**src/common/useq_pkg.sv**
```systemverilog
// sequencer phase codes, next-pc source codes and storage depths
`default_nettype none

package useq_pkg;

   typedef enum logic [1:0]
   {
      ph_fetch = 2'd0,
      ph_alu   = 2'd1,
      ph_write = 2'd2
   } phase_t;

   // same order as the classic four-way pc select
   typedef enum logic [1:0]
   {
      pcs_spc = 2'd0,
      pcs_ir  = 2'd1,
      pcs_dpc = 2'd2,
      pcs_ipc = 2'd3
   } pcs_t;

   localparam int store_depth = 256;
   localparam int stack_depth = 16;
   localparam int sp_w        = 4;

endpackage

`default_nettype wire

```
**src/hdl/next_upc.sv**
```systemverilog
// micro program counter and its four-way next-address select
`timescale 1ns/100ps
`default_nettype none

module next_upc
   import useq_pkg::*;
(
   input  wire                              clk,
   input  wire                              reset,
   input  wire                              transfer,
   input  pcs_t                             pcs,
   input  wire [$clog2(store_depth)-1:0]    jump_target,
   input  wire [$clog2(store_depth)-1:0]    disp_base,
   input  wire [1:0]                        disp_key,
   input  wire [$clog2(store_depth)-1:0]    top_addr,
   output logic [$clog2(store_depth)-1:0]   upc
);

   logic [$clog2(store_depth)-1:0] upc_next;

   always_comb
   begin
      case (pcs)
         pcs_spc:
            upc_next = top_addr;
         pcs_ir:
            upc_next = jump_target;
         pcs_dpc:
            upc_next = disp_base + {{($clog2(store_depth)-2){1'b0}}, disp_key};
         // pcs_ipc, plain step to the next word
         default:
            upc_next = upc + {{($clog2(store_depth)-1){1'b0}}, 1'b1};
      endcase
   end

   always_ff @(posedge clk)
   begin
      if (reset)
         upc <= '0;
      else if (transfer)
         upc <= upc_next;
   end

endmodule

`default_nettype wire

```
**config.mk**
```make
export PLATFORM = sky130hd
export DESIGN_NAME = next_upc
export DESIGN_NICKNAME = d
export VERILOG_FILES = /design/src/common/useq_pkg.sv /design/src/hdl/next_upc.sv
export SDC_FILE = /design/constraint.sdc
export NUM_CORES = 1
export LEC_CHECK = 0
export BUFFER_PORTS_ARGS = -buffer_cell sky130_fd_sc_hd__clkbuf_2
export CAP_MARGIN = 20
export CORE_MARGIN = 5
export CORE_UTILIZATION = 46
export CTS_BUF_LIST = sky130_fd_sc_hd__clkbuf_4 sky130_fd_sc_hd__clkbuf_8 sky130_fd_sc_hd__clkbuf_16
export CTS_CLUSTER_SIZE = 28
export DETAILED_ROUTE_END_ITERATION = 10
export PLACE_DENSITY = 0.84
export SLEW_MARGIN = 20
export SYNTH_ARGS = -nofsm -noshare
export SYNTH_HDL_FRONTEND = slang
export SYNTH_SLANG_ARGS = --single-unit
```
**constraint.sdc**
```tcl
create_clock -name clk -period 2.4 [get_ports clk]
set_clock_uncertainty 0.1 [all_clocks]
set_input_delay 0.48 -clock clk [delete_from_list [all_inputs] [get_ports clk]]
set_output_delay 0.48 -clock clk [all_outputs]
set_load 0.02 [all_outputs]
```
== After elaboration in Yosys (flattened, before gate mapping) ==
Index checks and enable logic that the tools add are counted.
Cells by class
  mux-type cells: 1
  reduce and logical (&&, ||, !) cells: 1
  add/sub/neg operators: 2
  eq/ne operators: 2
Operators with widths (count)
  $pmux W8 S3: 1
  $add A8 B1 Y8 const B: 1
  $add A8 B2 Y8: 1
  $eq A2 B1 Y1 const B: 1
  $eq A2 B2 Y1 const B: 1
  $logic_not A2 Y1: 1
Storage, ports and cells
  logic and storage cells: 7
  flip-flop bits (word level): 8
  input port bits: 31

== Logic depth before layout (Yosys ltp) ==
  word-level depth: 2
  depth in mapped cells: 7
  gate-level depth less buffers: 7

== Worst setup path after synthesis ==
Ideal clock, no wire load.
  path type: input port to flip-flop
  start point: input port disp_base[0]
  end point: register upc[2]
  cell stages on the path: 7
  required time: 2.183 ns
  arrival: 1.898 ns
  slack: 0.285 ns
  setup time: 0.117 ns
  cells stage by stage: ha_1 inv_1 fa_1 xnor2_1 mux4_2 a22oi_1 nor2_1
Between the ends
  longest elaborated chain between the ends: 2
RTL lines
  start: declaration: RTL line next_upc.sv:13  | input wire [$clog2(store_depth)-1:0] disp_base,
  $add A8 B2 Y8: RTL line next_upc.sv:29  | upc_next = disp_base + {{($clog2(store_depth)-2){1'b0}}, disp_key};
  $pmux W8 S3: RTL line next_upc.sv:23  | case (pcs)
  end signal: assignment: RTL line next_upc.sv:41  | upc <= upc_next;
  end: declaration: RTL line next_upc.sv:16  | output logic [$clog2(store_depth)-1:0] upc
No other way between the ends.
A chain may end at the register's enable or synchronous reset.

== Worst setup path after layout ==
Ends and elaborated chain as after synthesis.

==> metrics.md <==
| Metric | Value |
|---|---|
| Status | `finished, final reports clean` |
| Seq cells post-synth | `8` |
| Iteration-0 DRC Markers | `22` |
| First-pass GRT wire length | `between 3000 and 4000 um` |
| Final hold slack | `0.426 ns` |
| P_int | `270 uW` |
| Core ar. | `between 1500 and 2000 um2` |
| WL met1 | `837 um` |
| Async SR Flop Fraction | `0%` |
| Final setup violation count | `0` |
| Final ANT Viol Nets | `0` |
| Dominant synthesized flop cell | `dfxtp_1` |
| Drt pass-1 iters | `4` |
| GRT Util Overall | `17.3%` |
| Distinct cells, synth | `44` |
| HP Class | `input port to register` |
| Vias per std cell | `5.76` |
| Fraction of layout cells with a size suffix above 1 | `39.5%` |
| Pin count of the biggest net entering global routing | `15` |
| Post-synthesis instance total | `92` |
| Element type at the critical path start | `input port` |
| Largest register FFs | `8` |
| Sequential share of power | `38.7%` |
| Fin util | `59.6%` |
| Vias in the first global route | `808` |
| Max Cap Viol | `0` |
| Seq. cell area | `160 um2` |
| Adder-cell share of the synthesized area | `under 10%` |
| Net Sw Frac | `34.0%` |
| Placer Congestion | `0.797` |
| Initial antenna violation count | `0` |
| Most common cell after layout, fill and taps aside | `clkbuf_2` |
| Dpl hpwl | `approximately 1700 um` |
| Worst path required time | `approximately 2.5 ns` |
| Least-Margin Pin Slew | `0.362 ns` |
| Port bufs | `38` |
| WS Path Type | `input port to register` |
| Final wirelength | `2160 um` |
| Post-synthesis compound-gate area fraction | `27.2%` |
| Die Width | `52.5 um` |
| Post-DR wirelength/cell | `14.0 um` |
| Peak VDD IR | `0.192 mV` |
| Worst Path Max Fanout | `4` |
| Die area | `approximately 2800 um2` |
| Placed Area | `1010 um2` |
| Final hold vios | `0` |
| Nets@finish | `166` |
| Unrepaired setup endpoints after global routing | `no` |
| CP arrival | `a little over 2 ns` |
| Clock buffer depth | `2` |
| Kind of end point of the critical path | `register` |
| H-tree Lvls | `1` |
| Num CTS Buffers | `3` |
| Fmax | `about 0.50 GHz` |
| Area growth syn-to-layout | `23.8%` |
| Final Worst Setup Slack | `0.388 ns` |
| Cell area after layout | `slightly above 1000 um2` |
| Final Power | `between 400 and 500 uW` |
| Seq/Total Area, Yosys | `19.2%` |
| Highest routed layer | `met4` |
| Post-Layout Cell Count | `154` |
| Clock Latency Late Sink | `0.26 ns` |
| Fill cells | `171` |
| Synth Cell Area | `roughly 830 um2` |
| Vias | `887` |
| TNS Setup | `0 ns` |
| EDFF count, synth | `0` |
| Largest family of logic cells by synthesized area | `compound AO/OA/AOI/OAI gates` |
| GRT Residual Overflow | `0` |
| Gates resized, CTS repair | `0` |
| Avg Cell Area, Syn | `9.04 um2` |
| Rel. slew slack | `between 70 and 80%` |
| Io pins | `39` |
| # DRC | `0` |
| Synth warn | `0` |
| Fin crit share | `83.8%` |
| Net Sw Power | `around 140 uW` |
| Met2 wire len | `1120 um` |
| Hold buffers post-CTS | `0` |
| Die Y | `roughly 53 um` |
| Root Driver | `clkbuf_4` |
| Clock edge transition at the registers on the reported setup and hold paths | `approximately 0.07 ns` |
| Site Rows | `15` |
| Post-Synth XOR/XNOR Area | `under 10%` |
| ANT cells | `0` |
| Most flops, register | `upc` |
| Combinational Power Share | `35.0%` |
| Largest regs | `upc (8)` |
| Initial core utilization | `48.2%` |
| Post-CTS Setup Repair Bufs | `0` |
| Multi-input logic area | `between 500 and 600 um2` |
| Placed insts | `approximately 150` |
| Post-synthesis net count | `127` |
| Clock sink count | `8` |
| Cell area power density | `397 nW/um2` |
| Commonest cells after routing, fill and taps aside | `38 x clkbuf_2, 8 x inv_1, 8 x dfxtp_1, 6 x o21ai_0` |
| Setup WS pre-CTS | `0.117 ns` |
| Multiplexer share of the synthesized area | `12.9%` |
| Clock Power Share | `between 20% and 30%` |
| Met3 WL post-DR | `178 um` |
| Final count of pins violating max slew | `0` |
| CTS tree | `yes` |
| Static Leakage | `0.461 nW` |
| Synth Area in Simple Gates | `22.4%` |
| Minimum clock period | `2.01 ns` |
## routing by layer
metal / GRT usage, % / vias up
met5: 0 / -
met4: 5.11 / 0
met3: 2.85 / 2
met2: 32.0 / 42
met1: 19.9 / 407
li1: - / 436
## final cells by class
cell class	instances	area share, %
multi-input combinational	72	57.8
timing repair buffer	38	18.5
sequential	8	15.6
tap	25	3.04
inverter	8	2.92
clock buffer	3	2.19
## cell usage after synthesis (all sizes together) (2+ instances only)
| cell | instances | area, um2 |
|---|---|---|
| buf | 2 | 18.8 |
| nor2 | 4 | 15.0 |
| nor3 | 4 | 20.0 |
| nand4 | 2 | 12.5 |
| o22a | 2 | 17.5 |
| a221oi | 2 | 17.5 |
| clkbuf | 2 | 27.5 |
| nor2b | 5 | 33.8 |
| nand3b | 3 | 22.5 |
| ha | 3 | 37.5 |
| nand2 | 3 | 13.8 |
| o21a | 3 | 22.5 |
| a21oi | 3 | 18.8 |
| o21ai | 6 | 30.0 |
| dfxtp | 8 | 160 |
| mux2i | 4 | 40.0 |
| nor4 | 2 | 18.8 |
| mux4 | 3 | 67.6 |
| o22ai | 2 | 12.5 |
| inv | 8 | 30.0 |
| and4 | 2 | 17.5 |
| a311oi | 2 | 17.5 |
## worst max-delay path: stages
cell and delay (ns):
clkbuf_2 0.08, ha_1 0.18, inv_1 0.06, fa_1 0.42, xnor2_1 0.15, mux4_2 0.44, a22oi_1 0.19, nor2_1 0.06
## logic make-up after synthesis
kind of cell,Yosys count
AO/OA/AOI/OAI,30
XOR/XNOR,2
adder cells (fa/ha/maj),4
buffers and inverters,12
flip-flops,8
multiplexers,7
AND/OR/NAND/NOR,29
## power by group through the flow
stage / Clock, mW / Sequential [mW] / Combinational [mW]
finish: 0.108 / 0.158 / 0.143
global route: 0.121 / 0.160 / 0.159
CTS: 0.110 / 0.158 / 0.145
detailed placement: 0 / 0.161 / 0.144
global placement: 0 / 0.160 / 0.140
floorplan: 0 / 0.171 / 0.0844
## path summary, 6_finish.rpt
path           startpoint     end  slack [ns]  cells after the start
min reg2reg        upc[3]  upc[3]        0.47                      2
max          disp_base[0]  upc[2]        0.39                      8
min                 reset  upc[5]        0.43                      2
max reg2reg        upc[0]  upc[6]        0.69                      5
Power figures use the tool's default switching activity.
