$ cat src/common/uword_pkg.sv
// microword layout for the sequencer
// widths, opcode values and the jump / dispatch views of one word
`default_nettype none

package uword_pkg;

   localparam int uword_w = 32;
   localparam int upc_w   = 8;

   typedef enum logic [1:0]
   {
      op_alu  = 2'd0,
      op_jump = 2'd1,
      op_disp = 2'd2
   } op_t;

   // op and popj sit at the same bits in both views, so the op field
   // alone tells which view is live
   typedef union packed
   {
      struct packed
      {
         op_t              op;
         logic             popj;
         logic             invert;    // jump when jcond is low
         logic             next_n;
         logic             call;
         logic             ret;       // call and ret together is a microcode write
         logic             nop_hint;
         logic [15:0]      spare;
         logic [upc_w-1:0] target;
      } jump_f;
      struct packed
      {
         op_t              op;
         logic             popj;
         logic             disp_n;
         logic             push;
         logic             ret;
         logic [17:0]      spare;
         logic [upc_w-1:0] base;
      } disp_f;
   } uword_u;

endpackage

`default_nettype wire

$ cat src/common/useq_pkg.sv
// sequencer phase codes, next-pc source codes and storage depths
`default_nettype none

package useq_pkg;

   typedef enum logic [1:0]
   {
      ph_fetch = 2'd0,
      ph_alu   = 2'd1,
      ph_write = 2'd2
   } phase_t;

   // same order as the classic four-way pc select
   typedef enum logic [1:0]
   {
      pcs_spc = 2'd0,
      pcs_ir  = 2'd1,
      pcs_dpc = 2'd2,
      pcs_ipc = 2'd3
   } pcs_t;

   localparam int store_depth = 256;
   localparam int stack_depth = 16;
   localparam int sp_w        = 4;

endpackage

`default_nettype wire

$ cat src/control/spc_stack.sv
// subroutine return stack of the sequencer
// a push stores the address after the caller, a pop exposes the entry below
`timescale 1ns/100ps
`default_nettype none

module spc_stack
   import uword_pkg::*, useq_pkg::*;
(
   input  wire              clk,
   input  wire              reset,
   input  wire              push,
   input  wire              pop,
   input  wire              transfer,
   input  wire [upc_w-1:0]  push_addr,
   output logic [upc_w-1:0] top_addr,
   output logic [sp_w-1:0]  sp
);

   logic [upc_w-1:0] stack_mem [stack_depth];
   logic [sp_w-1:0]  sp_up;
   logic [sp_w-1:0]  sp_down;

   // occupancy is one bit wider than sp so that full and empty differ
   logic [sp_w:0]    level;

   assign sp_up   = sp + {{(sp_w-1){1'b0}}, 1'b1};
   assign sp_down = sp - {{(sp_w-1){1'b0}}, 1'b1};

   // sp points at the current top entry
   assign top_addr = stack_mem[sp];

   always_ff @(posedge clk)
   begin
      if (transfer && push)
         stack_mem[sp_up] <= push_addr + {{(upc_w-1){1'b0}}, 1'b1};
   end

   always_ff @(posedge clk)
   begin
      if (reset)
      begin
         sp    <= '0;
         level <= '0;
      end
      else if (transfer)
      begin
         if (push)
         begin
            sp    <= sp_up;
            level <= level + {{sp_w{1'b0}}, 1'b1};
         end
         else if (pop)
         begin
            sp    <= sp_down;
            level <= level - {{sp_w{1'b0}}, 1'b1};
         end
      end
   end

   a_no_underflow: assert property (@(posedge clk) disable iff (reset)
      transfer && pop |-> level != '0);

   // an overflow wraps the pointer and loses the oldest return address
   a_no_overflow: assert property (@(posedge clk) disable iff (reset)
      transfer && push |-> level != (sp_w+1)'(stack_depth));

endmodule

`default_nettype wire

$ cat config.mk
export PLATFORM = sky130hd
export DESIGN_NAME = spc_stack
export DESIGN_NICKNAME = d
export VERILOG_FILES = /design/src/common/uword_pkg.sv /design/src/common/useq_pkg.sv /design/src/control/spc_stack.sv
export SDC_FILE = /design/constraint.sdc
export NUM_CORES = 1
export LEC_CHECK = 0
export ABC_AREA = 1
export BUFFER_PORTS_ARGS = -buffer_cell sky130_fd_sc_hd__buf_4
export CAP_MARGIN = 20
export CORE_MARGIN = 1
export CORE_UTILIZATION = 55
export CTS_CLUSTER_DIAMETER = 200
export DETAILED_ROUTE_END_ITERATION = 16
export PLACE_DENSITY_LB_ADDON = 0.12
export SLEW_MARGIN = 0
export SYNTH_ARGS = -nofsm -noshare
export SYNTH_HDL_FRONTEND = slang
export SYNTH_SLANG_ARGS = --single-unit
export TNS_END_PERCENT = 20
$ cat constraint.sdc
create_clock -name clk -period 5.2 [get_ports clk]
set_clock_uncertainty 0.15 [all_clocks]
set_input_delay 0.26 -clock clk [delete_from_list [all_inputs] [get_ports clk]]
set_output_delay 0.26 -clock clk [all_outputs]
set_load 0.05 [all_outputs]
* After elaboration in Yosys (flattened, before gate mapping)
Memories as Yosys holds them, arrays and structs flattened. A register that Yosys moved wholly into a read port is not among the register bits.
Index checks and enable logic that the tools add are counted.
** Cells by class
- $add $sub $neg :: 3
- Muxes and demuxes :: 6
- Reduce and logical (&&, ||, !) cells :: 3
** Operators with widths (count)
- 4-bit two-way mux :: 4
- 8-bit by 1-bit adder with 8-bit output, second input constant :: 1
- 4-bit by 1-bit adder with 4-bit output, second input constant :: 1
- 4-bit by 1-bit subtractor with 4-bit output, second input constant :: 1
- 1-bit two-way mux :: 2
- 2-bit AND reduction :: 1
- 2-bit nonzero test :: 1
- 1-bit logical AND :: 1
** Word-level totals
- Register bits after elaboration :: 4
- RAM bits :: 128
- Input bits :: 13
- Output and inout port bits :: 12
- Logic and storage cells :: 14
- Memories :: 1
** Memory list
- stack_mem :: words 16, bits a word 8, rd ports 1, clocked after Yosys merged registers in 1, write ports 1, line spc_stack.sv:19 : logic [upc_w-1:0] stack_mem [stack_depth];

* Logic depth before layout (Yosys ltp)
Gate-level depths: netlist of the first run.
- Word-level depth :: 5
- Mapped depth :: 8
- Gate-level depth less buffers :: 7

* Worst setup path after synthesis of the first run
No wires, ideal clock.
- Kind :: flip-flop to flip-flop
- From :: register sp[1]
- To :: memory stack_mem[4][0] (enable)
- Setup time :: 0.370 ns
- Data arrival time :: 1.689 ns
- Required time :: 4.680 ns
- Slack :: 2.991 ns
- Cell stages (with the launch flop) :: 7
- Buffers on the path :: 0
- Clock period less this slack :: 2.209 ns
- Cells stage by stage :: dfxtp_1 ha_1 or2_2 nand2_1 inv_1 nand2_1 nor2_1
** On the way
- Longest elaborated chain between the ends :: 1
** Ends and longest elaborated chain
- start, declared :: line spc_stack.sv:16 : output logic [sp_w-1:0] sp
- start signal, assigned :: line spc_stack.sv:49 : sp <= sp_up;
- start signal, assigned :: line spc_stack.sv:54 : sp <= sp_down;
- 4-bit by 1-bit adder with 4-bit output :: line spc_stack.sv:26 : assign sp_up = sp + {{(sp_w-1){1'b0}}, 1'b1};
- end, declared :: line spc_stack.sv:19
No other way between the ends.

==> results of run 1 <==
worst max-delay path, delay by kind of cell (launching register included):
| family | cells | cell delay, ns |
|---|---|---|
| flip-flops | 1 | 0.31 |
| AND/OR/NAND/NOR | 5 | 0.53 |
| buffers and inverters | 4 | 1.33 |
report_power, final:
part	switching [mW]	internal [mW]
registers	0.0136	1.22
logic	0.214	0.0887
clock network	0.425	0.624
total	0.653	1.93
timing repair:
action,CTS,global route
endpoints found under the hold margin,8,2
resized for setup,0,0
hold buffers,6,1
layer usage:
metal	vias up	share of wire [%]
met5	-	0
met4	0	2.0
met3	24	5.2
met2	137	49
met1	1980	44
li1	2032	-
worst paths after layout:
path | from | endpoint | slack, ns | cells after the start
worst min register to register | sp[3] | register | 0.56 | 4
worst min-delay path | push_addr[7] | stack_mem[10][7] | 0.0006 | 2
worst max register to register | sp[0] | stack_mem[0][6] | 2.80 | 5
worst max-delay path | register | top_addr[2] | 2.06 | 9
state kept, by name (all words and copies together) (netlist names), named ones only:
signal / cells
stack_mem: 128
sp: 4
area by class of cell:
class | count | area (um^2) | area share [%]
tap | 140 | 175 | 2.51
timing repair buffer | 40 | 330 | 4.74
multi-input combinational | 338 | 1520 | 21.8
clock inverter | 11 | 82.6 | 1.18
clock buffer | 21 | 429 | 6.16
sequential | 136 | 4010 | 57.5
inverter | 113 | 424 | 6.09
kinds of logic after synthesis:
group | count (synthesis) | share of synthesized area, %
AO/OA/AOI/OAI | 7 | 0.634
XOR/XNOR | 7 | 1.00
adder cells (fa/ha/maj) | 7 | 1.43
buffers and inverters | 137 | 9.71
AND/OR/NAND/NOR | 317 | 21.8
flip-flops | 136 | 65.4
cell usage in the layout, fill, tap and decap left out, types with 2 or more instances in the layout:
| cell | count |
|---|---|
| a21oi_1 | 3 |
| buf_4 | 32 |
| clkbuf_1 | 4 |
| clkbuf_16 | 16 |
| clkinv_1 | 2 |
| clkinv_2 | 6 |
| clkinvlp_4 | 2 |
| dfxtp_1 | 7 |
| dlygate4sd3_1 | 7 |
| edfxtp_1 | 128 |
| ha_1 | 7 |
| inv_1 | 111 |
| inv_2 | 2 |
| nand2_1 | 188 |
| nand3_1 | 106 |
| nand3b_1 | 2 |
| nor2_1 | 19 |
| o21ai_0 | 3 |
| xnor2_1 | 4 |
| xor2_1 | 3 |
metrics by stage:
| step | power (mW) | cell area [um^2] | cells | hold slack [ns] |
|---|---|---|---|---|
| floorplan | 1.47 | 6120 | 611 | 0.188 |
| global placement | 1.55 | 6350 | 757 | 0.307 |
| detailed placement | 1.55 | 6350 | 757 | 0.318 |
| CTS | 2.58 | 6920 | 795 | 0.107 |
| global route | 2.66 | 6970 | 799 | 0.0235 |
| finish | 2.59 | 6970 | 799 | 0.000606 |
==> flow_summary_export.csv, run 1 <==
group,metric,value,unit
run_status,outcome,"completed",
cts,clock-sinks,136,
synth,ys_warn_count,0,
sta,final_max_slew_viol_count,0,
floorplan,ioPinCount,25,
cts,clk_pin_slew,0.06,ns
detailed_routing,via_count,4173,
finish,drive_above_1_share,9.71,%
global_routing,overflow,0,
synth,yosysUniqueCellTypes,20,
synth,synth_edf_count,128,
floorplan,die_area,11600,um^2
detailed_routing,vias_per_cell,5.22,
sta,final-setup-viol-count,0,
detailed_routing,dr.pass1.iters,5,
global_routing,grt_most_used_layer,"met2",
sta,period_share,60.4,%
flow_run,cap_viol_max_count,0,
floorplan,fp.dieW,107,um
pwr,pwr_density_cell,371,nW/um^2
cts,clockRootBuffer,"clkbuf_8",
placement,dpl.hpwl,7.84,mm
pwr,peakVddDrop,0.000201,V
global_routing,grt_antenna_before_repair,0,
setup_path,path_class,"reg2out",
synth,synth.most_common_cell,"nand2_1",
synth,synth_top_cell_by_area,"edfxtp_1",
sta,fin_ws,2.06,ns
cts,cts_tree,"built",
detailed_routing,dr.first_iter.drc_count,308,
setup_path,crit_path_end_kind,"primary output",
detailed_routing,final_antenna_net_count,0,
cts,cts.path.max_buffers,2,
sta,rsz0062_at_grt,"no",
finish,fillers,873,
setup_path,cpMostUsedCell,"nand3_1",
global_routing,grt_pass1_vias,4034,
synth,syn_nets,631,
floorplan,core_area,10800,um^2
sta,max_freq,319,MHz
setup_path,path_max_fanout,65,
global_routing,use_met2,38.9,%
global_routing,grtUsageTotal,24.6,%
synth,syn_avg_cell_area,10.0,um^2
sta,tightest_slew,0.933,ns
detailed_routing,wl,13.0,mm
synth,syn_area,6120,um^2
cts,clock_latency,0.52,ns
placement,dp_slack,2.43,ns
finish,area_growth,13.9,%
global_routing,grt_use_met1,33.2,%
pwr,power_leakage,3.04,nW
cts,cts_made_buffers,17,
sta,fin_setup_tns,0,ns
cts,htreeDepth,4,
synth,ys_seq_area_share,65.4,%
global_routing,grt_pass1_wl,20.8,mm
floorplan,start_util,56.5,%
synth,synth_common_cells,"188 x nand2_1, 128 x edfxtp_1, 111 x inv_1",
synth,async_flop_share,0,%
setup_path,critPathLaunchType,"register",
placement,io_buffers,24,
global_routing,grt_max_degree,66,
cts,postCtsSetupBuffers,0,
setup_path,slowest_delay,0.53,ns
finish,final_core_util,64.3,%
floorplan,num_rows,38,
finish,nets,666,
floorplan,die_h,107,um
setup_path,critPathSlowestCell,"buf_4",
placement,routabilityCongestion,0.827,
sta,min_period,3.14,ns
finish,antennaDiodeCount,0,
sta,slew_headroom,37.6,%
synth,synth_top_area_share,62.8,%
setup_path,worstPathRequired,4.79,ns
worst_hold_path,hold_path.class,"in2reg",
detailed_routing,avgRoutedWirePerCell,16.3,um
global_routing,grt_use_met3,4.60,%
synth,ys_ff_latch,136,
synth,synth-main-ff-cell,"edfxtp_1",
synth,synthCells,611,
synth,synth.area.top_cells,"edfxtp_1 63%, nand2_1 12%, nand3_1 8.7%",
detailed_routing,drc,0,
setup_path,crit_chain,"buf_4 -> inv_2 -> buf_12 -> nand2_1 -> nand3_1 -> nand3_1 -> nand3_1 -> nand2_1 -> buf_4",
sta,hold_viol_final,0,
setup_path,crit_arrival,2.73,ns
Note: power is estimated with default switching activity, not from simulation.
==> inputs of run 2 (changes only) <==
==> constraint.sdc (replaced) <==
create_clock -name clk -period 2.7 [get_ports clk]
set_clock_uncertainty 0.15 [all_clocks]
set_input_delay 0.135 -clock clk [delete_from_list [all_inputs] [get_ports clk]]
set_output_delay 0.135 -clock clk [all_outputs]
set_load 0.05 [all_outputs]
==> flow_summary_export.csv, run 2 (same netlist as run 1, synthesis figures left out) <==
group,metric,value,unit
floorplan,num_rows,38,
sta,final-setup-viol-count,0,
placement,dpl.hpwl,8.60,mm
floorplan,die_area,11600,um^2
setup_path,crit_chain,"buf_4 -> nand2_1 -> nand3_1 -> nand3_1 -> nand3_1 -> nand2_1 -> buf_4",
detailed_routing,avgRoutedWirePerCell,17.3,um
floorplan,fp.dieW,107,um
cts,clock_latency,0.53,ns
detailed_routing,dr.first_iter.drc_count,356,
sta,whs,0.0123,ns
cts,clock-sinks,136,
pwr,peakVddDrop,0.000387,V
setup_path,worstPathRequired,2.41,ns
finish,nets,673,
setup_path,critPathSlowestCell,"buf_4",
placement,io_buffers,24,
detailed_routing,drc,0,
sta,min_period,2.62,ns
global_routing,grt_antenna_before_repair,0,
setup_path,reg2regPathDepth,5,
setup_path,reg2reg_slack,0.45,ns
detailed_routing,vias_per_cell,5.24,
sta,period_share,97.1,%
global_routing,grt_pass1_vias,4241,
detailed_routing,via_count,4224,
cts,cts.path.max_buffers,2,
finish,multi_input_area,1520,um^2
setup_path,crit_arrival,2.34,ns
floorplan,core_area,10800,um^2
global_routing,grt_pass1_wl,22.3,mm
global_routing,overflow,0,
sta,tightest_slew,0.710,ns
setup_path,slowest_delay,0.56,ns
setup_path,crit_path_end_kind,"primary output",
setup_path,path_class,"reg2out",
finish,reg.largest.list,"stack_mem: 128 flops, sp: 4 flops",
finish,final_common_cell,"nand2_1",
pwr,power_leakage,3.10,nW
setup_path,rr_startpoint,"sp[0]",
finish,area_growth,16.0,%
sta,rsz0062_at_grt,"yes",
sta,fin_setup_tns,0,ns
finish,regArea,4010,um^2
floorplan,ioPinCount,25,
cts,cts_made_buffers,17,
setup_path,r2r-end,"stack_mem[9][5]",
flow_run,cap_viol_max_count,0,
floorplan,start_util,56.5,%
finish,regMostFlops,"stack_mem",
global_routing,grtUsageTotal,27.0,%
finish,most-common-layout-cells,"188 x nand2_1, 128 x edfxtp_1, 111 x inv_1",
run_status,outcome,"completed",
detailed_routing,final_antenna_net_count,0,
cts,clockRootBuffer,"clkbuf_8",
cts,htreeDepth,4,
sta,hold_viol_final,0,
detailed_routing,wl,14.0,mm
worst_hold_path,hold_path.class,"in2reg",
finish,antennaDiodeCount,0,
floorplan,die_h,107,um
finish,largest_reg_flops,128,
cts,cts_tree,"built",
sta,max_freq,381,MHz
setup_path,cpMostUsedCell,"nand3_1",
cts,clk_pin_slew,0.06,ns
setup_path,critPathLaunchType,"register",
finish,final_core_util,65.5,%
setup_path,crit_path_end,"top_addr[5]",
detailed_routing,dr.pass1.iters,5,
pwr,pwr_density_cell,749,nW/um^2
global_routing,grt_max_degree,65,
finish,fillers,875,
cts,postCtsSetupBuffers,0,
sta,slew_headroom,52.7,%
placement,routabilityCongestion,0.859,
setup_path,path_max_fanout,64,
sta,final_max_slew_viol_count,0,
finish,drive_above_1_share,11.0,%
run 2: cell types whose count changed in the layout (fill, tap and decap cells not counted):
cell,before,now
buf_12,1,0
buf_4,32,39
bufinv_16,1,4
clkbuf_1,4,2
clkinv_1,2,1
clkinv_2,6,4
clkinv_4,0,2
clkinvlp_4,2,3
dlygate4sd3_1,7,8
inv_2,2,1
run 2: critical path: cells and delay by family (launching register included):
family	cells	cell delay [ns]
buffers and inverters	2	0.75
flip-flops	1	0.33
AND/OR/NAND/NOR	5	0.68
run 2: repair_timing:
item                                    CTS  global route
hold buffers                              8             0
gates resized for setup                   0             1
hold endpoints to repair                 34             0
endpoints found under the setup margin    0             6
run 2: area by class of cell:
type | count | share of cell area (%)
Clock inverter | 13 | 2.52
Multi-Input combinational cell | 338 | 21.4
Inverter | 113 | 5.99
Clock buffer | 19 | 5.94
Timing Repair Buffer | 47 | 5.25
Tap cell | 140 | 2.47
Sequential cell | 136 | 56.4
run 2: worst min-delay path by stage:
stage                 startpoint               end  slack [ns]  cells after the start
CTS                 push_addr[2]  stack_mem[10][2]       0.002                      3
global route        push_addr[2]  stack_mem[12][2]        0.01                      3
floorplan                  reset          register        0.06                      1
finish              push_addr[2]   stack_mem[6][2]        0.01                      3
detailed placement         reset             sp[2]        0.17                      2
global placement           reset             sp[2]        0.17                      2
run 2: routing by layer:
metal	GRT usage (%)	wire length (um)
met5	0	0
met1	36.3	6320
met2	41.8	6510
met3	5.69	805
met4	13.0	340
run 2: metrics by stage:
stage	area [um^2]	power, mW	cells	setup slack [ns]
2_1_floorplan	6120	2.82	611	0.491
3_3_place_gp	6420	3.00	766	0.573
3_5_place_dp	6420	3.01	766	0.510
4_1_cts	7100	5.34	806	0.114
5_1_grt	7100	5.48	806	-0.0372
6_report	7100	5.32	806	0.0771
run 2: power breakdown:
group | internal, mW | switching, mW
Combinational | 0.175 | 0.430
Sequential | 2.35 | 0.0215
Clock | 1.49 | 0.843
Total | 4.02 | 1.29
==> inputs of run 3 (changes only) <==
--- a/config.mk
+++ b/config.mk
@@ -8,8 +8,10 @@
 export ABC_AREA = 1
 export BUFFER_PORTS_ARGS = -buffer_cell sky130_fd_sc_hd__buf_4
 export CAP_MARGIN = 20
+export CELL_PAD_IN_SITES_DETAIL_PLACEMENT = 1
+export CELL_PAD_IN_SITES_GLOBAL_PLACEMENT = 1
 export CORE_MARGIN = 1
-export CORE_UTILIZATION = 55
+export CORE_UTILIZATION = 44
 export CTS_CLUSTER_DIAMETER = 200
 export DETAILED_ROUTE_END_ITERATION = 16
 export PLACE_DENSITY_LB_ADDON = 0.12
==> flow_summary_export.csv, run 3 (same netlist as run 1, synthesis figures left out) <==
group,metric,value,unit
placement,io_buffers,24,
floorplan,core_area,13400,um^2
sta,fin_setup_tns,0,ns
pwr,peakVddDrop,0.000433,V
cts,clockRootBuffer,"clkbuf_16",
detailed_routing,wl,16.3,mm
sta,rsz0062_at_grt,"no",
global_routing,grt_pass1_wl,25.3,mm
finish,drive_above_1_share,11.7,%
finish,antennaDiodeCount,0,
finish,fillers,1493,
setup_path,crit_arrival,2.22,ns
sta,max_freq,399,MHz
finish,area_growth,17.7,%
cts,htreeDepth,4,
global_routing,grt_max_degree,65,
global_routing,grt_most_used_layer,"met2",
floorplan,ioPinCount,25,
floorplan,start_util,45.7,%
cts,cts_tree,"built",
setup_path,reg2regPathDepth,5,
sta,final_max_slew_viol_count,0,
detailed_routing,drc,0,
finish,regArea,4010,um^2
placement,dpl.hpwl,10.4,mm
global_routing,overflow,0,
sta,hold_viol_final,0,
sta,period_share,92.7,%
cts,cts.path.max_buffers,2,
cts,clk_pin_slew,0.06,ns
pwr,power_leakage,3.14,nW
finish,most-common-layout-cells,"188 x nand2_1, 128 x edfxtp_1, 111 x inv_1",
floorplan,die_area,14400,um^2
finish,multi_input_area,1520,um^2
flow_run,cap_viol_max_count,0,
global_routing,grt_antenna_before_repair,0,
global_routing,grt_pass1_vias,4559,
run_status,outcome,"completed",
global_routing,grt_use_met3,6.61,%
floorplan,num_rows,42,
sta,slew_headroom,51.4,%
setup_path,slowest_delay,0.40,ns
setup_path,path_class,"reg2out",
cts,clock_latency,0.43,ns
pwr,pwr_density_cell,783,nW/um^2
setup_path,critPathSlowestCell,"inv_2",
cts,cts_made_buffers,17,
worst_hold_path,hold_path.class,"in2reg",
setup_path,crit_chain,"inv_2 -> buf_4 -> nand2_1 -> nand2_1 -> nand2_1 -> nand3_1 -> nand3_1 -> nand2_1 -> buf_4",
cts,clock-sinks,136,
global_routing,grt_use_met1,31.2,%
detailed_routing,via_count,4285,
detailed_routing,vias_per_cell,5.10,
global_routing,use_met2,40.4,%
floorplan,die_h,120,um
sta,whs,0.0366,ns
floorplan,fp.dieW,120,um
finish,largest_reg_flops,128,
detailed_routing,dr.first_iter.drc_count,321,
sta,min_period,2.50,ns
global_routing,grtUsageTotal,24.7,%
setup_path,cpMostUsedCell,"nand2_1",
setup_path,crit_path_end_kind,"primary output",
setup_path,worstPathRequired,2.41,ns
setup_path,crit_buf_inv,3,
worst_hold_path,hold_path_depth,4,
finish,reg.largest.list,"stack_mem: 128 flops, sp: 4 flops",
sta,tightest_slew,0.729,ns
finish,final_common_cell,"nand2_1",
placement,routabilityCongestion,0.808,
finish,regMostFlops,"stack_mem",
finish,nets,672,
detailed_routing,dr.pass1.iters,4,
detailed_routing,avgRoutedWirePerCell,19.4,um
setup_path,cp_top_family,"buffers and inverters",
sta,final-setup-viol-count,0,
setup_path,critPathLaunchType,"register",
detailed_routing,final_antenna_net_count,0,
setup_path,path_max_fanout,27,
setup_path,cp.depth,9,
-- run 3: changes by cell type in the layout (fill, tap and decap cells not counted), sizes merged --
cell / delta
bufinv: +2
clkinv: -2
clkbuf: -2
buf: +2
dlygate4sd3: -3
clkinvlp: -1
inv: +3
-- run 3: stage by stage --
step / utilization (%) / instance area [um^2] / std cells / setup WS [ns] / total power, mW
2_1_floorplan: - / 6120 / 611 / 0.491 / 2.82
3_3_place_gp: 48.4 / 6480 / 804 / 0.540 / 3.02
3_5_place_dp: 48.4 / 6480 / 804 / 0.475 / 3.04
4_1_cts: 53.8 / 7200 / 841 / 0.150 / 5.68
5_1_grt: 53.8 / 7200 / 841 / 0.0334 / 5.81
6_report: 53.8 / 7200 / 841 / 0.196 / 5.64
-- run 3: report_power, final --
part	total [mW]	switching, mW	internal (mW)	leakage (nW)
clock	2.65	0.911	1.74	0.324
combinational	0.622	0.448	0.174	1.59
sequential	2.38	0.0217	2.35	1.22
total	5.64	1.38	4.26	3.14
-- run 3: what timing repair did --
item,in CTS,in global routing
hold buffers,5,0
resized for setup,0,0
setup buffers,0,0
endpoints found under the hold margin,8,0
-- run 3: area by class of cell --
type	instances	share of cell area [%]
flip-flops and latches	136	55.6
clock inverters	15	3.46
well taps	176	3.06
multi-input cells	338	21.1
clock buffers	17	5.90
inverters	113	5.89
repair buffers	46	4.97
-- run 3: layer usage --
layer / routed length (um) / up-vias
li1: - / 2046
met1: 7180 / 2113
met2: 8060 / 115
met3: 883 / 11
met4: 199 / 0
met5: 0 / -
-- run 3: path summary, 6_finish.rpt --
| kind | startpoint | end | slack, ns |
|---|---|---|---|
| max reg2reg | sp[0] | stack_mem[3][2] | 0.46 |
| min reg2reg | sp[1] | sp[1] | 0.59 |
| max | register | top_addr[7] | 0.20 |
| min | push | sp[1] | 0.04 |
-- run 3: worst reg2reg max path: cells and delay by family, from the launching register on --
| kind | cells | cell delay, ns |
|---|---|---|
| simple gates | 4 | 1.11 |
| flops | 1 | 0.38 |
| fa+ha+maj | 1 | 0.23 |
