===== src/common/uword_pkg.sv =====
// microword layout for the sequencer
// widths, opcode values and the jump / dispatch views of one word
`default_nettype none

package uword_pkg;

   localparam int uword_w = 32;
   localparam int upc_w   = 8;

   typedef enum logic [1:0]
   {
      op_alu  = 2'd0,
      op_jump = 2'd1,
      op_disp = 2'd2
   } op_t;

   // op and popj sit at the same bits in both views, so the op field
   // alone tells which view is live
   typedef union packed
   {
      struct packed
      {
         op_t              op;
         logic             popj;
         logic             invert;    // jump when jcond is low
         logic             next_n;
         logic             call;
         logic             ret;       // call and ret together is a microcode write
         logic             nop_hint;
         logic [15:0]      spare;
         logic [upc_w-1:0] target;
      } jump_f;
      struct packed
      {
         op_t              op;
         logic             popj;
         logic             disp_n;
         logic             push;
         logic             ret;
         logic [17:0]      spare;
         logic [upc_w-1:0] base;
      } disp_f;
   } uword_u;

endpackage

`default_nettype wire


===== src/common/useq_pkg.sv =====
// sequencer phase codes, next-pc source codes and storage depths
`default_nettype none

package useq_pkg;

   typedef enum logic [1:0]
   {
      ph_fetch = 2'd0,
      ph_alu   = 2'd1,
      ph_write = 2'd2
   } phase_t;

   // same order as the classic four-way pc select
   typedef enum logic [1:0]
   {
      pcs_spc = 2'd0,
      pcs_ir  = 2'd1,
      pcs_dpc = 2'd2,
      pcs_ipc = 2'd3
   } pcs_t;

   localparam int store_depth = 256;
   localparam int stack_depth = 16;
   localparam int sp_w        = 4;

endpackage

`default_nettype wire


===== src/control/useq_control.sv =====
// branch, return stack and no-op decisions of the sequencer
// decodes the current word as a jump or a dispatch
`timescale 1ns/100ps
`default_nettype none

module useq_control
   import uword_pkg::*, useq_pkg::*;
(
   input  wire    clk,
   input  wire    reset,
   input  phase_t phase,
   input  uword_u uword,
   input  wire    jcond,
   input  wire    trap,
   input  wire    transfer,
   output logic   push,
   output logic   pop,
   output pcs_t   pcs,
   output logic   nop,
   output logic   ucode_write
);

   logic inop;
   logic iwrited;
   logic nop_seq;
   logic is_jump;
   logic is_disp;
   logic taken;
   logic jplain;
   logic jcall;
   logic jret;
   logic iwrite;
   logic dpush;
   logic dret;
   logic ignpopj;
   logic popj;
   logic n;

   ////////////////////////////////////////////////////////////////////////////
   // word decode

   // a no-op word is not decoded at all
   assign nop_seq = inop | iwrited;

   assign is_jump = (uword.jump_f.op == op_jump) & ~nop_seq;
   assign is_disp = (uword.disp_f.op == op_disp) & ~nop_seq;

   // inverted sense means the jump goes when jcond is low
   assign taken = jcond ^ uword.jump_f.invert;

   assign jplain = is_jump & ~uword.jump_f.call & ~uword.jump_f.ret;
   assign jcall  = is_jump & uword.jump_f.call & ~uword.jump_f.ret;
   assign jret   = is_jump & ~uword.jump_f.call & uword.jump_f.ret;
   assign iwrite = is_jump & uword.jump_f.call & uword.jump_f.ret;

   // push and ret together is the fall-through form and moves neither way
   assign dpush = is_disp & uword.disp_f.push & ~uword.disp_f.ret;
   assign dret  = is_disp & ~uword.disp_f.push & uword.disp_f.ret;

   // a dispatch without its return bit ignores popj
   assign ignpopj = is_disp & ~uword.disp_f.ret;

   // the word after a microcode write always returns
   assign popj = ((uword.jump_f.popj & ~nop_seq) | iwrited) & ~ignpopj;

   ////////////////////////////////////////////////////////////////////////////
   // stack and pc source

   assign pop  = popj | dret | (jret & taken);
   assign push = (jcall & taken) | dpush;

   always_comb
   begin
      if (pop)
         pcs = pcs_spc;
      else if ((jplain | jcall) & taken)
         pcs = pcs_ir;
      else if (is_disp)
         pcs = pcs_dpc;
      else
         pcs = pcs_ipc;
   end

   ////////////////////////////////////////////////////////////////////////////
   // no-op flag for the following instruction

   assign n = trap | iwrited | (is_disp & uword.disp_f.disp_n) |
              ((jplain | jcall | jret) & taken & uword.jump_f.next_n);

   // nop_hint marks a pure branch with no datapath work
   assign nop         = nop_seq | (is_jump & uword.jump_f.nop_hint);
   assign ucode_write = iwrited & transfer;

   always_ff @(posedge clk)
   begin
      if (reset)
      begin
         inop    <= 1'b0;
         iwrited <= 1'b0;
      end
      else if (transfer)
      begin
         inop    <= n;
         iwrited <= iwrite;
      end
   end

   // decisions only count in the write phase, where the top level transfers
   a_transfer_in_write: assert property (@(posedge clk) disable iff (reset)
      transfer |-> phase == ph_write);

   // microcode must not combine a taken call or dispatch push with a return
   a_push_pop_excl: assert property (@(posedge clk) disable iff (reset)
      transfer |-> !(push && pop));

endmodule

`default_nettype wire


===== config.mk =====
export PLATFORM = sky130hd
export DESIGN_NAME = useq_control
export DESIGN_NICKNAME = d
export VERILOG_FILES = /design/src/common/uword_pkg.sv /design/src/common/useq_pkg.sv /design/src/control/useq_control.sv
export SDC_FILE = /design/constraint.sdc
export NUM_CORES = 1
export LEC_CHECK = 0
export ABC_AREA = 1
export BUFFER_PORTS_ARGS = -buffer_cell sky130_fd_sc_hd__buf_4
export CORE_AREA = 4 4 41 43
export DETAILED_ROUTE_END_ITERATION = 8
export DIE_AREA = 0 0 45 47
export GPL_TIMING_DRIVEN = 0
export HOLD_SLACK_MARGIN = 0.03
export MAX_ROUTING_LAYER = met4
export SKIP_LAST_GASP = 1
export SLEW_MARGIN = 10
export SYNTH_ARGS = -nofsm -noshare
export SYNTH_HDL_FRONTEND = slang
export SYNTH_SLANG_ARGS = --single-unit

===== constraint.sdc =====
create_clock -name clk -period 1.4 [get_ports clk]
set_clock_uncertainty 0.15 [all_clocks]
set_input_delay 0 -clock clk [delete_from_list [all_inputs] [get_ports clk]]
set_output_delay 0 -clock clk [all_outputs]
set_load 0.1 [all_outputs]

* Word-level counts from Yosys, hierarchy flattened
Index checks and enable logic that the tools add are counted.
** Storage, ports and cells
- Register bits :: 2
- Output and inout port bits :: 6
- Word-level logic and storage cells :: 47
** Cells by class
- Equality and inequality tests :: 2
- Multiplexer cells :: 3
- Bitwise gates (word level) :: 40
** Operator list (count)
- $and 1x1->1 :: 23
- $or 1x1->1 :: 11
- $not 1->1 :: 5
- $mux 2 :: 2
- $eq 2x1->1 const B :: 1
- $eq 2x2->1 const B :: 1
- $mux 1 :: 1
- $xor 1x1->1 :: 1

* Longest topological paths before layout
Gate-level depths: netlist of run 1.
- Depth after elaboration :: 10
- Depth in mapped cells :: 7
- Mapped depth without buffers :: 7

* Worst setup path before layout of run 1
No wires, ideal clock.
- Path type :: flip-flop to output port
- From :: reg iwrited
- To :: out push
- Arrival :: 2.774 ns
- Data required time :: 1.250 ns
- Slack :: -1.524 ns
- Stages on the path, launching flop included :: 6
- Path buffers :: 0
- Cells stage by stage :: dfxtp_1 nor2_4 nand3_2 inv_1 nand2_1 o21ai_0
** Between the ends
- Cells in the longest elaborated chain, start to end :: 7
- Elaborated cells on any way between the ends :: 10
- Those cells by class :: bitwise: 10
** Ends and longest elaborated chain
- from (decl) :: RTL line useq_control.sv:24 : logic iwrited;
- from (signal assigned) :: RTL line useq_control.sv:104 : iwrited <= iwrite;
- $or 1x1->1 * :: RTL line useq_control.sv:43 : assign nop_seq = inop | iwrited;
- $not 1->1 * :: RTL line useq_control.sv:45, useq_control.sv:46
- $and 1x1->1 :: RTL line useq_control.sv:45 : assign is_jump = (uword.jump_f.op == op_jump) & ~nop_seq;
- $and 1x1->1 (2 in series) :: RTL line useq_control.sv:52 : assign jcall = is_jump & uword.jump_f.call & ~uword.jump_f.ret;
- $and 1x1->1 :: RTL line useq_control.sv:70 : assign push = (jcall & taken) | dpush;
- $or 1x1->1 * :: RTL line useq_control.sv:70
- to (decl) :: RTL line useq_control.sv:16 : output logic push,
Every way passes the cells marked *; elsewhere a longest branch is shown, timed or not.

* Worst setup path after layout of run 1
- From :: reg iwrited
- To :: out pcs[1]
** Between the ends
- Cells in the longest elaborated chain, start to end :: 9
- Elaborated cells on any way between the ends :: 23
- Those cells by class :: mux: 2; bitwise: 21
** Ends and longest elaborated chain
- $or 1x1->1 :: RTL line useq_control.sv:43
- $not 1->1 :: RTL line useq_control.sv:45, useq_control.sv:46, useq_control.sv:64
- $and 1x1->1, on equally long branches :: RTL line useq_control.sv:45, useq_control.sv:46
- $and 1x1->1, on equally long branches
- $and 1x1->1, or another cell as far along :: RTL line useq_control.sv:51 : assign jplain = is_jump & ~uword.jump_f.call & ~uword.jump_f.ret;
- $or 1x1->1 / $and 1x1->1 (equally long branches) :: RTL line useq_control.sv:76, useq_control.sv:64
- $and 1x1->1 / $or 1x1->1 (equally long branches) :: RTL line useq_control.sv:76, useq_control.sv:69
- $mux 2 / $or 1x1->1 (equally long branches) :: RTL line useq_control.sv:76, useq_control.sv:69
- $mux 2 * :: RTL line useq_control.sv:74 : if (pop)
- to (decl) :: RTL line useq_control.sv:18 : output pcs_t pcs,
Marked as above.

==> results of run 1 <==
## report_power, final
part	switching (mW)	leakage, nW	total [mW]	internal (mW)
sequential	0.00477	0.0172	0.0669	0.0621
combinational	0.217	0.305	0.354	0.137
clock	0.0385	0.0138	0.134	0.0951
total	0.260	0.336	0.554	0.294
## cell type report
class / instances / area (sq um)
Clock buffer: 3 / 22.5
Timing Repair Buffer: 31 / 305
Fill cell: 119 / 624
Inverter: 9 / 33.8
Sequential cell: 2 / 42.5
Multi-Input combinational cell: 33 / 254
Tap cell: 15 / 18.8
## synthesized netlist by cell type (2+ instances only)
cell type and instances:
nand2_1 13, dfxtp_1 2, o21ai_0 3, a21oi_1 3, nor2_1 3, nand3_1 2
inv_1 9, nand4_1 3
## tightest hold or removal path: stages
cell and delay [ns]:
buf_4 0.08, inv_1 0.07, nand4_1 0.12, nand2_1 0.05, inv_1 0.05, a21oi_1 0.06
## through the flow
step	util, %	setup slack [ns]	area [sq um]
after floorplan	-	-0.245	300
after global placement	34.9	-0.141	454
after detailed placement	34.9	-0.146	454
after CTS	50.1	-0.187	652
after global routing	52.0	-0.248	677
final	52.0	-0.175	677
## state kept, by name, summed over array words and instances (netlist names)
| name | flops |
|---|---|
| inop | 1 |
| iwrited | 1 |
## metal layers
layer	track usage, %	share of wire [%]	up-vias	wire length (um)
li1	-	-	210	-
met1	10.2	35	174	357
met2	18.6	57	13	575
met3	3.83	6.1	2	62
met4	7.02	1.6	0	16
met5	-	0	-	0
## cell usage in the layout (no fill, tap or decap), types with 3 or more instances in the layout
master          n
nor2_4          4
dlygate4sd3_1   9
clkbuf_4        3
inv_1           8
a21oi_1         3
buf_12          4
buf_4          18
nand4_1         3
nand2_1         9
## worst max-delay path by stage
| stage | startpoint | endpoint | slack [ns] | cells after the start |
|---|---|---|---|---|
| after floorplan | iwrited$_SDFFE_PP0P_ | pcs[0] | -0.25 | 7 |
| after global placement | iwrited$_SDFFE_PP0P_ | push | -0.14 | 6 |
| after detailed placement | iwrited$_SDFFE_PP0P_ | push | -0.15 | 6 |
| after CTS | inop$_SDFFE_PP0P_ | pcs[0] | -0.19 | 8 |
| after global routing | iwrited$_SDFFE_PP0P_ | pcs[1] | -0.25 | 7 |
| final | iwrited$_SDFFE_PP0P_ | pcs[1] | -0.17 | 7 |
## cell families (layout without fill, tap and decap cells)
group | after synthesis | in the layout
compound gates | 6 | 6
buf+inv | 9 | 43
flops | 2 | 2
simple gates | 27 | 27
## timing repair
action | in CTS | in global routing
setup endpoints to repair | 4 | 4
hold endpoints to repair | 2 | 0
setup buffers | 3 | 1
hold buffers | 9 | 0
pin swaps | 3 | 3
resized for setup | 16 | 3
==> flow_summary.json, run 1 <==
{
  "path_cells": "nor2_4, nand2_2, nor2_4, nand3_4, nand2_8, nor2_4, buf_12",
  "finalNonFillerCells": 93,
  "die_x_um": 45,
  "synth_compound_area_share_pct": 12.3,
  "finalCriticalPeriod_ns": 1.57,
  "cp-end-kind": "primary output",
  "critPathKind": "register to primary output",
  "ys_ff_latch": 2,
  "maxCapViolCount": 0,
  "setup_tns_ns": -0.632,
  "path_delay_family": "simple AND/OR/NAND/NOR gates",
  "post-route-period-util_pct": 112,
  "grt_first_pass_wirelength_mm": 1.52,
  "ys_types": 14,
  "cp_slowest_cell": "dfxtp_2",
  "gp_congestion": 0.633,
  "first_iter_violations": 3,
  "hold_path.class": "primary input to register",
  "grt_setup_unrepaired": "true",
  "synth.area.mux_share_pct": 0,
  "leakagePower_nw": 0.336,
  "crit_arrival_ns": 1.42,
  "h-tree-depth": 1,
  "worst-path-buf-inv": 1,
  "die_h_um": 47,
  "synth_top_area_share_pct": 20.0,
  "synth_seq_area_share_pct": 16.4,
  "run_status": "finished with violations",
  "powerDensity_nw_per_um2": 819,
  "wl_per_cell_um": 10.9,
  "cp.required_ns": 1.25,
  "violations": "negative setup slack",
  "finalHoldViolCount": 0,
  "synth_xor_area_share_pct": 0,
  "synth_edf_count": 0,
  "cts.sinks": 2,
  "r2r_slack_ns": 0.17,
  "fin_nets": 119,
  "ant_nets": 0,
  "clkLatencyLatePin_ns": 0.23,
  "worst_path_largest_cell_delay_ns": 0.34,
  "grt_pass1_vias": 377,
  "hold_depth": 6,
  "grt_start_max_net_pins": 7,
  "area_growth_pct": 177,
  "timing.rr.start": "iwrited$_SDFFE_PP0P_",
  "die-area_sq_um": 2120,
  "initial_utilization_pct": 18.8,
  "syn_area_per_cell_sq_um": 5.55,
  "antenna_cells": 0,
  "synth_nets": 83,
  "ios": 45,
  "yosys.area.top_type": "nand2_1",
  "min-delay-start": "uword[30]",
  "setup_violations": 4,
  "gr-total-overflow": 0,
  "tightest_slew_ns": 0.281,
  "slew_headroom_pct": 81.4,
  "synth_area_leaders": "nand2_1 (20%), dfxtp_1 (16%), inv_1 (14%)",
  "drive_gt1_share_pct": 52.6,
  "dpl.hpwl_um": 606,
  "grt_usage_pct": 10.8,
  "synth_top_family_by_area": "simple AND/OR/NAND/NOR gates",
  "power_mw": 0.554,
  "antenna_found_initial": 0,
  "reg2regPathDepth": 6,
  "cts_inserted_buffers": 3,
  "firstDrtPassIters": 3,
  "r2r-end": "inop$_SDFFE_PP0P_",
  "path_clk_slew_ns": 0.03,
  "clock-root-buffer": "clkbuf_4",
  "worst_setup_path_start_kind": "register",
  "routed_wl_mm": 1.01,
  "port_buffers": 18,
  "drc_errors": 0,
  "dp.cells": 77,
  "path_common_cell": "nor2_4",
  "worst_slack_ns": -0.175,
  "yosys.area_share.simple_pct": 57.4,
  "core.rowCount": 13,
  "synth_fa_ha_area_share_pct": 0,
  "ys.flop_type": "dfxtp_1",
  "vias": 399,
  "hold-path-endpoint": "inop$_SDFFE_PP0P_",
  "cts.path.max_buffers": 2,
  "syn-cell-area_sq_um": 244,
  "slew_viol_final": 0,
  "peakVddDrop_uv": 392,
  "postSynth.asyncResetShare_pct": 0,
  "hold_ws_ns": 0.0893,
  "coreArea_sq_um": 1300,
  "worstPathMaxFanout": 6,
  "via_per_inst": 4.29,
  "yosys_warnings": 0,
  "cts_tree": "yes",
  "fmax_mhz": 635,
  "synth_cells": 44
}
No activity file was read; power rests on OpenSTA's default activity.
==> run 2: changes to the inputs <==
--- a/config.mk
+++ b/config.mk
@@ -13,6 +13,7 @@
 export GPL_TIMING_DRIVEN = 0
 export HOLD_SLACK_MARGIN = 0.03
 export MAX_ROUTING_LAYER = met4
+export PLACE_DENSITY = 0.59
 export SKIP_LAST_GASP = 1
 export SLEW_MARGIN = 10
 export SYNTH_ARGS = -nofsm -noshare
==> run 2 against run 1 <==
Effect of this change:
- the flow still finishes with violations (negative setup slack)
- critical path depth up 1
- global-route usage grew 0.25 points
- final cell count is 1.1% higher
- critical endpoint unchanged
- non-clock buffer count is 1 higher
- critical path type unchanged
- routed wire length grew 0.30%
- die area stayed put
- worst setup slack worse by 0.027 ns
==> flow_summary.json, run 2 (same netlist as run 1, synthesis figures left out) <==
{
  "cts_inserted_buffers": 3,
  "wl_per_cell_um": 10.8,
  "slew_viol_final": 0,
  "vias": 416,
  "worst_slack_ns": -0.202,
  "gr-total-overflow": 0,
  "die-area_sq_um": 2120,
  "path_clk_slew_ns": 0.03,
  "cp.required_ns": 1.25,
  "fin_nets": 120,
  "setup_tns_ns": -0.742,
  "cts.sinks": 2,
  "clkLatencyLatePin_ns": 0.22,
  "cp-end-kind": "primary output",
  "area_growth_pct": 179,
  "critPathKind": "register to primary output",
  "post-route-period-util_pct": 114,
  "clkPwrFrac_pct": 23.3,
  "cts.path.max_buffers": 2,
  "largestRegisters": "inop: 1 flops, iwrited: 1 flops",
  "grt_usage_pct": 11.1,
  "hold_ws_ns": 0.0560,
  "core.rowCount": 13,
  "finalCriticalPeriod_ns": 1.60,
  "tightest_slew_ns": 0.312,
  "h-tree-depth": 1,
  "drive_gt1_share_pct": 54.4,
  "first_iter_violations": 2,
  "die_x_um": 45,
  "grt_pass1_vias": 436,
  "violations": "negative setup slack",
  "hold_path.class": "primary input to register",
  "use_met1_pct": 11.1,
  "setup_violations": 4,
  "fmax_mhz": 624,
  "gp_congestion": 0.630,
  "dpl.hpwl_um": 637,
  "grt_setup_unrepaired": "true",
  "ios": 45,
  "ant_nets": 0,
  "antenna_found_initial": 0,
  "p_int_mw": 0.291,
  "p_sw_share_pct": 46.8,
  "worst_setup_path_start_kind": "register",
  "maxCapViolCount": 0,
  "firstDrtPassIters": 2,
  "drc_errors": 0,
  "crit_arrival_ns": 1.45,
  "routed_wl_mm": 1.02,
  "worstPathMaxFanout": 5,
  "die_h_um": 47,
  "initial_utilization_pct": 18.8,
  "met3_usage_pct": 2.30,
  "coreArea_sq_um": 1300,
  "layout_commonest_cell": "buf_4",
  "p_comb_share_pct": 64.7,
  "peakVddDrop_uv": 387,
  "cts_tree": "yes",
  "leakagePower_nw": 0.345,
  "run_status": "finished with violations",
  "finalHoldViolCount": 0,
  "busiest_layer": "met2",
  "port_buffers": 18,
  "powerDensity_nw_per_um2": 801,
  "clock-root-buffer": "clkbuf_4",
  "grt_use_met2_pct": 18.6,
  "via_per_inst": 4.43,
  "power_switching_mw": 0.256,
  "slew_headroom_pct": 79.2,
  "final_cell_mix": "buf_4 (19), dlygate4sd3_1 (9), inv_1 (8), nand2_1 (8), nor2_4 (4)",
  "grt_start_max_net_pins": 6,
  "p_seq_share_pct": 12.0,
  "antenna_cells": 0,
  "n_fill_cell": 127,
  "grt_first_pass_wirelength_mm": 1.66
}
[run 2: area by class of cell]
class                           count  area [sq um]  share of cell area (%)
Tap cell                           15          18.8                    2.75
Clock buffer                        3          22.5                    3.30
Timing Repair Buffer               32           308                    45.1
Multi-Input combinational cell     33           254                    37.2
Sequential cell                     2          45.0                    6.61
Inverter                            9          33.8                    4.95
[run 2: power by group through the flow]
stage | combinational, mW | clock, mW | sequential (mW)
final | 0.354 | 0.127 | 0.0654
after global routing | 0.369 | 0.143 | 0.0657
after CTS | 0.340 | 0.135 | 0.0655
after detailed placement | 0.272 | 0 | 0.0674
after global placement | 0.270 | 0 | 0.0671
after floorplan | 0.205 | 0 | 0.0664
[run 2: final timing paths]
kind	from	to	slack [ns]	cells after the start
worst max-delay path	iwrited$_SDFFE_PP0P_	pcs[1]	-0.20	8
worst min-delay path	uword[30]	inop$_SDFFE_PP0P_	0.06	6
worst max register to register	iwrited$_SDFFE_PP0P_	inop$_SDFFE_PP0P_	0.20	6
worst min register to register	inop$_SDFFE_PP0P_	inop$_SDFFE_PP0P_	0.40	2
[run 2: repair_timing]
| action | 4_1_cts | 5_1_grt |
|---|---|---|
| endpoints found under the setup margin | 4 | 4 |
| pin swaps | 1 | 5 |
| hold buffers | 9 | 0 |
| endpoints found under the hold margin | 2 | 0 |
| setup buffers | 4 | 1 |
| resized for setup | 15 | 5 |
[run 2: stage by stage]
step,instance area (sq um),utilization [%],power (mW),std cells,setup WS [ns]
2_1_floorplan,300,-,0.272,44,-0.245
3_3_place_gp,454,34.9,0.337,77,-0.140
3_5_place_dp,454,34.9,0.339,77,-0.127
4_1_cts,654,50.3,0.540,93,-0.166
5_1_grt,682,52.4,0.578,94,-0.260
6_report,682,52.4,0.546,94,-0.202
[run 2: worst max-delay path, cell delays in order, from the launching register on]
cell	delay, ns
dfxtp_4	0.35
nor2_4	0.19
nand3_2	0.11
inv_2	0.08
nand2_4	0.06
nand2_4	0.08
nand2_8	0.07
nor2_4	0.11
buf_12	0.18
[run 2: metal layers]
layer | share of wire (%) | vias up
met1 | 35 | 184
met3 | 5.1 | 4
met4 | 3.3 | 0
met5 | 0 | -
met2 | 56 | 15
li1 | - | 213
==> run 3: changes to the inputs <==
--- a/config.mk
+++ b/config.mk
@@ -7,13 +7,14 @@
 export LEC_CHECK = 0
 export ABC_AREA = 1
 export BUFFER_PORTS_ARGS = -buffer_cell sky130_fd_sc_hd__buf_4
-export CORE_AREA = 4 4 41 43
+export CORE_AREA = 2 2 39 41
 export DETAILED_ROUTE_END_ITERATION = 8
-export DIE_AREA = 0 0 45 47
+export DIE_AREA = 0 0 41 43
 export GPL_TIMING_DRIVEN = 0
 export HOLD_SLACK_MARGIN = 0.03
 export MAX_ROUTING_LAYER = met4
 export PLACE_DENSITY = 0.59
+export SETUP_SLACK_MARGIN = 0.4
 export SKIP_LAST_GASP = 1
 export SLEW_MARGIN = 10
 export SYNTH_ARGS = -nofsm -noshare
==> run 3 against run 2 <==
Effect of this change:
- critical path type unchanged
- fmax grew 4.6%
- the run ends with negative hold slack, negative setup slack left
- cell area is 1.5% higher
- combinational power grew 3%
- hold slack lost 0.072 ns
==> flow_summary.json, run 3 (same netlist as run 1, synthesis figures left out) <==
{
  "r2r-end": "inop$_SDFFE_PP0P_",
  "reg2regPathDepth": 7,
  "wl_met3_um": 35,
  "finalHoldViolCount": 2,
  "worst_slack_ns": -0.132,
  "place_worst_setup_slack_ns": -0.120,
  "wl_per_cell_um": 10.1,
  "cts.sinks": 2,
  "grt_usage_pct": 13.9,
  "clkLatencyLatePin_ns": 0.23,
  "die_h_um": 43,
  "dpl.hpwl_um": 585,
  "worstPathMaxFanout": 5,
  "die_x_um": 41,
  "p_seq_share_pct": 11.7,
  "worst_setup_path_start_kind": "register",
  "firstDrtPassIters": 4,
  "grt_start_max_net_pins": 6,
  "highest_layer": "met3",
  "final_cell_mix": "buf_4 (18), nand2_1 (8), inv_1 (7), buf_12 (6), dlygate4sd3_1 (5)",
  "cp.required_ns": 1.25,
  "timing.rr.start": "inop$_SDFFE_PP0P_",
  "initial_utilization_pct": 17.6,
  "p_int_mw": 0.299,
  "drive_gt1_share_pct": 59.2,
  "finalCriticalPeriod_ns": 1.53,
  "gr-total-overflow": 0,
  "path_cells": "nor2_4, nand3_2, inv_2, nand2_4, nand2_4, nand2_8, nor2_4, buf_12",
  "r2r_slack_ns": 0.14,
  "hold-path-endpoint": "inop$_SDFFE_PP0P_",
  "grt_pass1_vias": 428,
  "peakVddDrop_uv": 430,
  "port_buffers": 18,
  "ios": 45,
  "tightest_slew_ns": 0.235,
  "clkPwrFrac_pct": 23.2,
  "cp-end-kind": "primary output",
  "worst_path_largest_cell_delay_ns": 0.32,
  "dp.cells": 78,
  "layout_commonest_cell": "buf_4",
  "power_switching_mw": 0.260,
  "run_status": "finished with violations",
  "power_mw": 0.559,
  "maxCapViolCount": 0,
  "core.rowCount": 14,
  "drc_errors": 0,
  "cp_slowest_cell": "dfxtp_2",
  "fmax_mhz": 653,
  "via_per_inst": 4.23,
  "area_growth_pct": 184,
  "gp_congestion": 0.650,
  "vias": 389,
  "slew_headroom_pct": 84.3,
  "p_comb_share_pct": 65.1,
  "antenna_found_initial": 0,
  "leakagePower_nw": 0.335,
  "cts_hold_buffers": 5,
  "routed_wl_um": 926,
  "crit_arrival_ns": 1.38,
  "largestRegisters": "inop: 1 flops, iwrited: 1 flops",
  "route.layer.met1.wl_um": 294,
  "setup_violations": 4,
  "cts_inserted_buffers": 3,
  "placed_cell_area_sq_um": 464,
  "post-route-period-util_pct": 109,
  "wl_met2_um": 596,
  "slew_viol_final": 0,
  "fin_util_pct": 50.0,
  "hold_ws_ns": -0.0163,
  "finalNonFillerCells": 92,
  "grt_first_pass_wirelength_mm": 1.55,
  "p_sw_share_pct": 46.6,
  "min-delay-start": "trap",
  "grt_setup_unrepaired": "true",
  "die-area_sq_um": 1760,
  "path_clk_slew_ns": 0.03,
  "hold_depth": 5,
  "hold_path.class": "primary input to register",
  "cts_tree": "yes",
  "ant_nets": 0,
  "powerDensity_nw_per_um2": 807,
  "stdcell_area_sq_um": 692,
  "coreArea_sq_um": 1380,
  "fin_nets": 117,
  "antenna_cells": 0,
  "cts.path.max_buffers": 2,
  "violations": "negative hold slack, negative setup slack",
  "clock-root-buffer": "clkbuf_4",
  "critPathKind": "register to primary output",
  "h-tree-depth": 1,
  "first_iter_violations": 5
}
## run 3: cell types whose count changed in the layout (fill, tap and decap cells not counted), sizes merged
cell / delta
dlygate4sd3: -4
clkinvlp: +1
inv: -1
buf: +1
## run 3: through the flow
stage | hold slack (ns) | TNS, ns
6_report | -0.0163 | -0.458
5_1_grt | 0.00980 | -0.824
4_1_cts | -0.0266 | -0.539
3_5_place_dp | 0.0657 | -0.224
3_3_place_gp | 0.0605 | -0.217
2_1_floorplan | -0.0640 | -0.480
## run 3: layout make-up
cell class | count | area [sq um]
Inverter | 9 | 37.5
Timing Repair Buffer | 29 | 305
Fill cell | 142 | 692
Multi-Input combinational cell | 33 | 262
Tap cell | 16 | 20.0
Clock buffer | 3 | 22.5
Sequential cell | 2 | 45.0
## run 3: timing repair
item	CTS	global route
setup endpoints to repair	8	8
endpoints found under the hold margin	2	2
resized for setup	25	2
setup buffers	5	1
pin swaps	8	1
## run 3: power by group through the flow
stage	combinational, mW	clock [mW]	sequential, mW
final	0.364	0.129	0.0656
after global routing	0.380	0.141	0.0662
after CTS	0.357	0.138	0.0670
after detailed placement	0.273	0	0.0670
after global placement	0.271	0	0.0671
after floorplan	0.207	0	0.0664
## run 3: worst max path at each step
stage | from | end | slack (ns) | cells after the start
CTS | inop$_SDFFE_PP0P_ | pcs[1] | -0.15 | 8
detailed placement | iwrited$_SDFFE_PP0P_ | push | -0.12 | 6
global route | inop$_SDFFE_PP0P_ | pcs[1] | -0.22 | 8
floorplan | iwrited$_SDFFE_PP0P_ | pcs[0] | -0.24 | 7
finish | inop$_SDFFE_PP0P_ | pcs[0] | -0.13 | 8
global placement | iwrited$_SDFFE_PP0P_ | push | -0.11 | 6
## run 3: worst max-delay path, delay by kind of cell, from the launching register on
family | cells | cell delay (ns)
AND/OR/NAND/NOR | 6 | 0.57
buffers and inverters | 2 | 0.25
flip-flops | 1 | 0.32
## run 3: layer usage
layer | GRT usage [%] | up-vias
li1 | - | 206
met1 | 11.5 | 171
met2 | 24.4 | 12
met3 | 6.28 | 0
met4 | 6.00 | 0
met5 | - | -
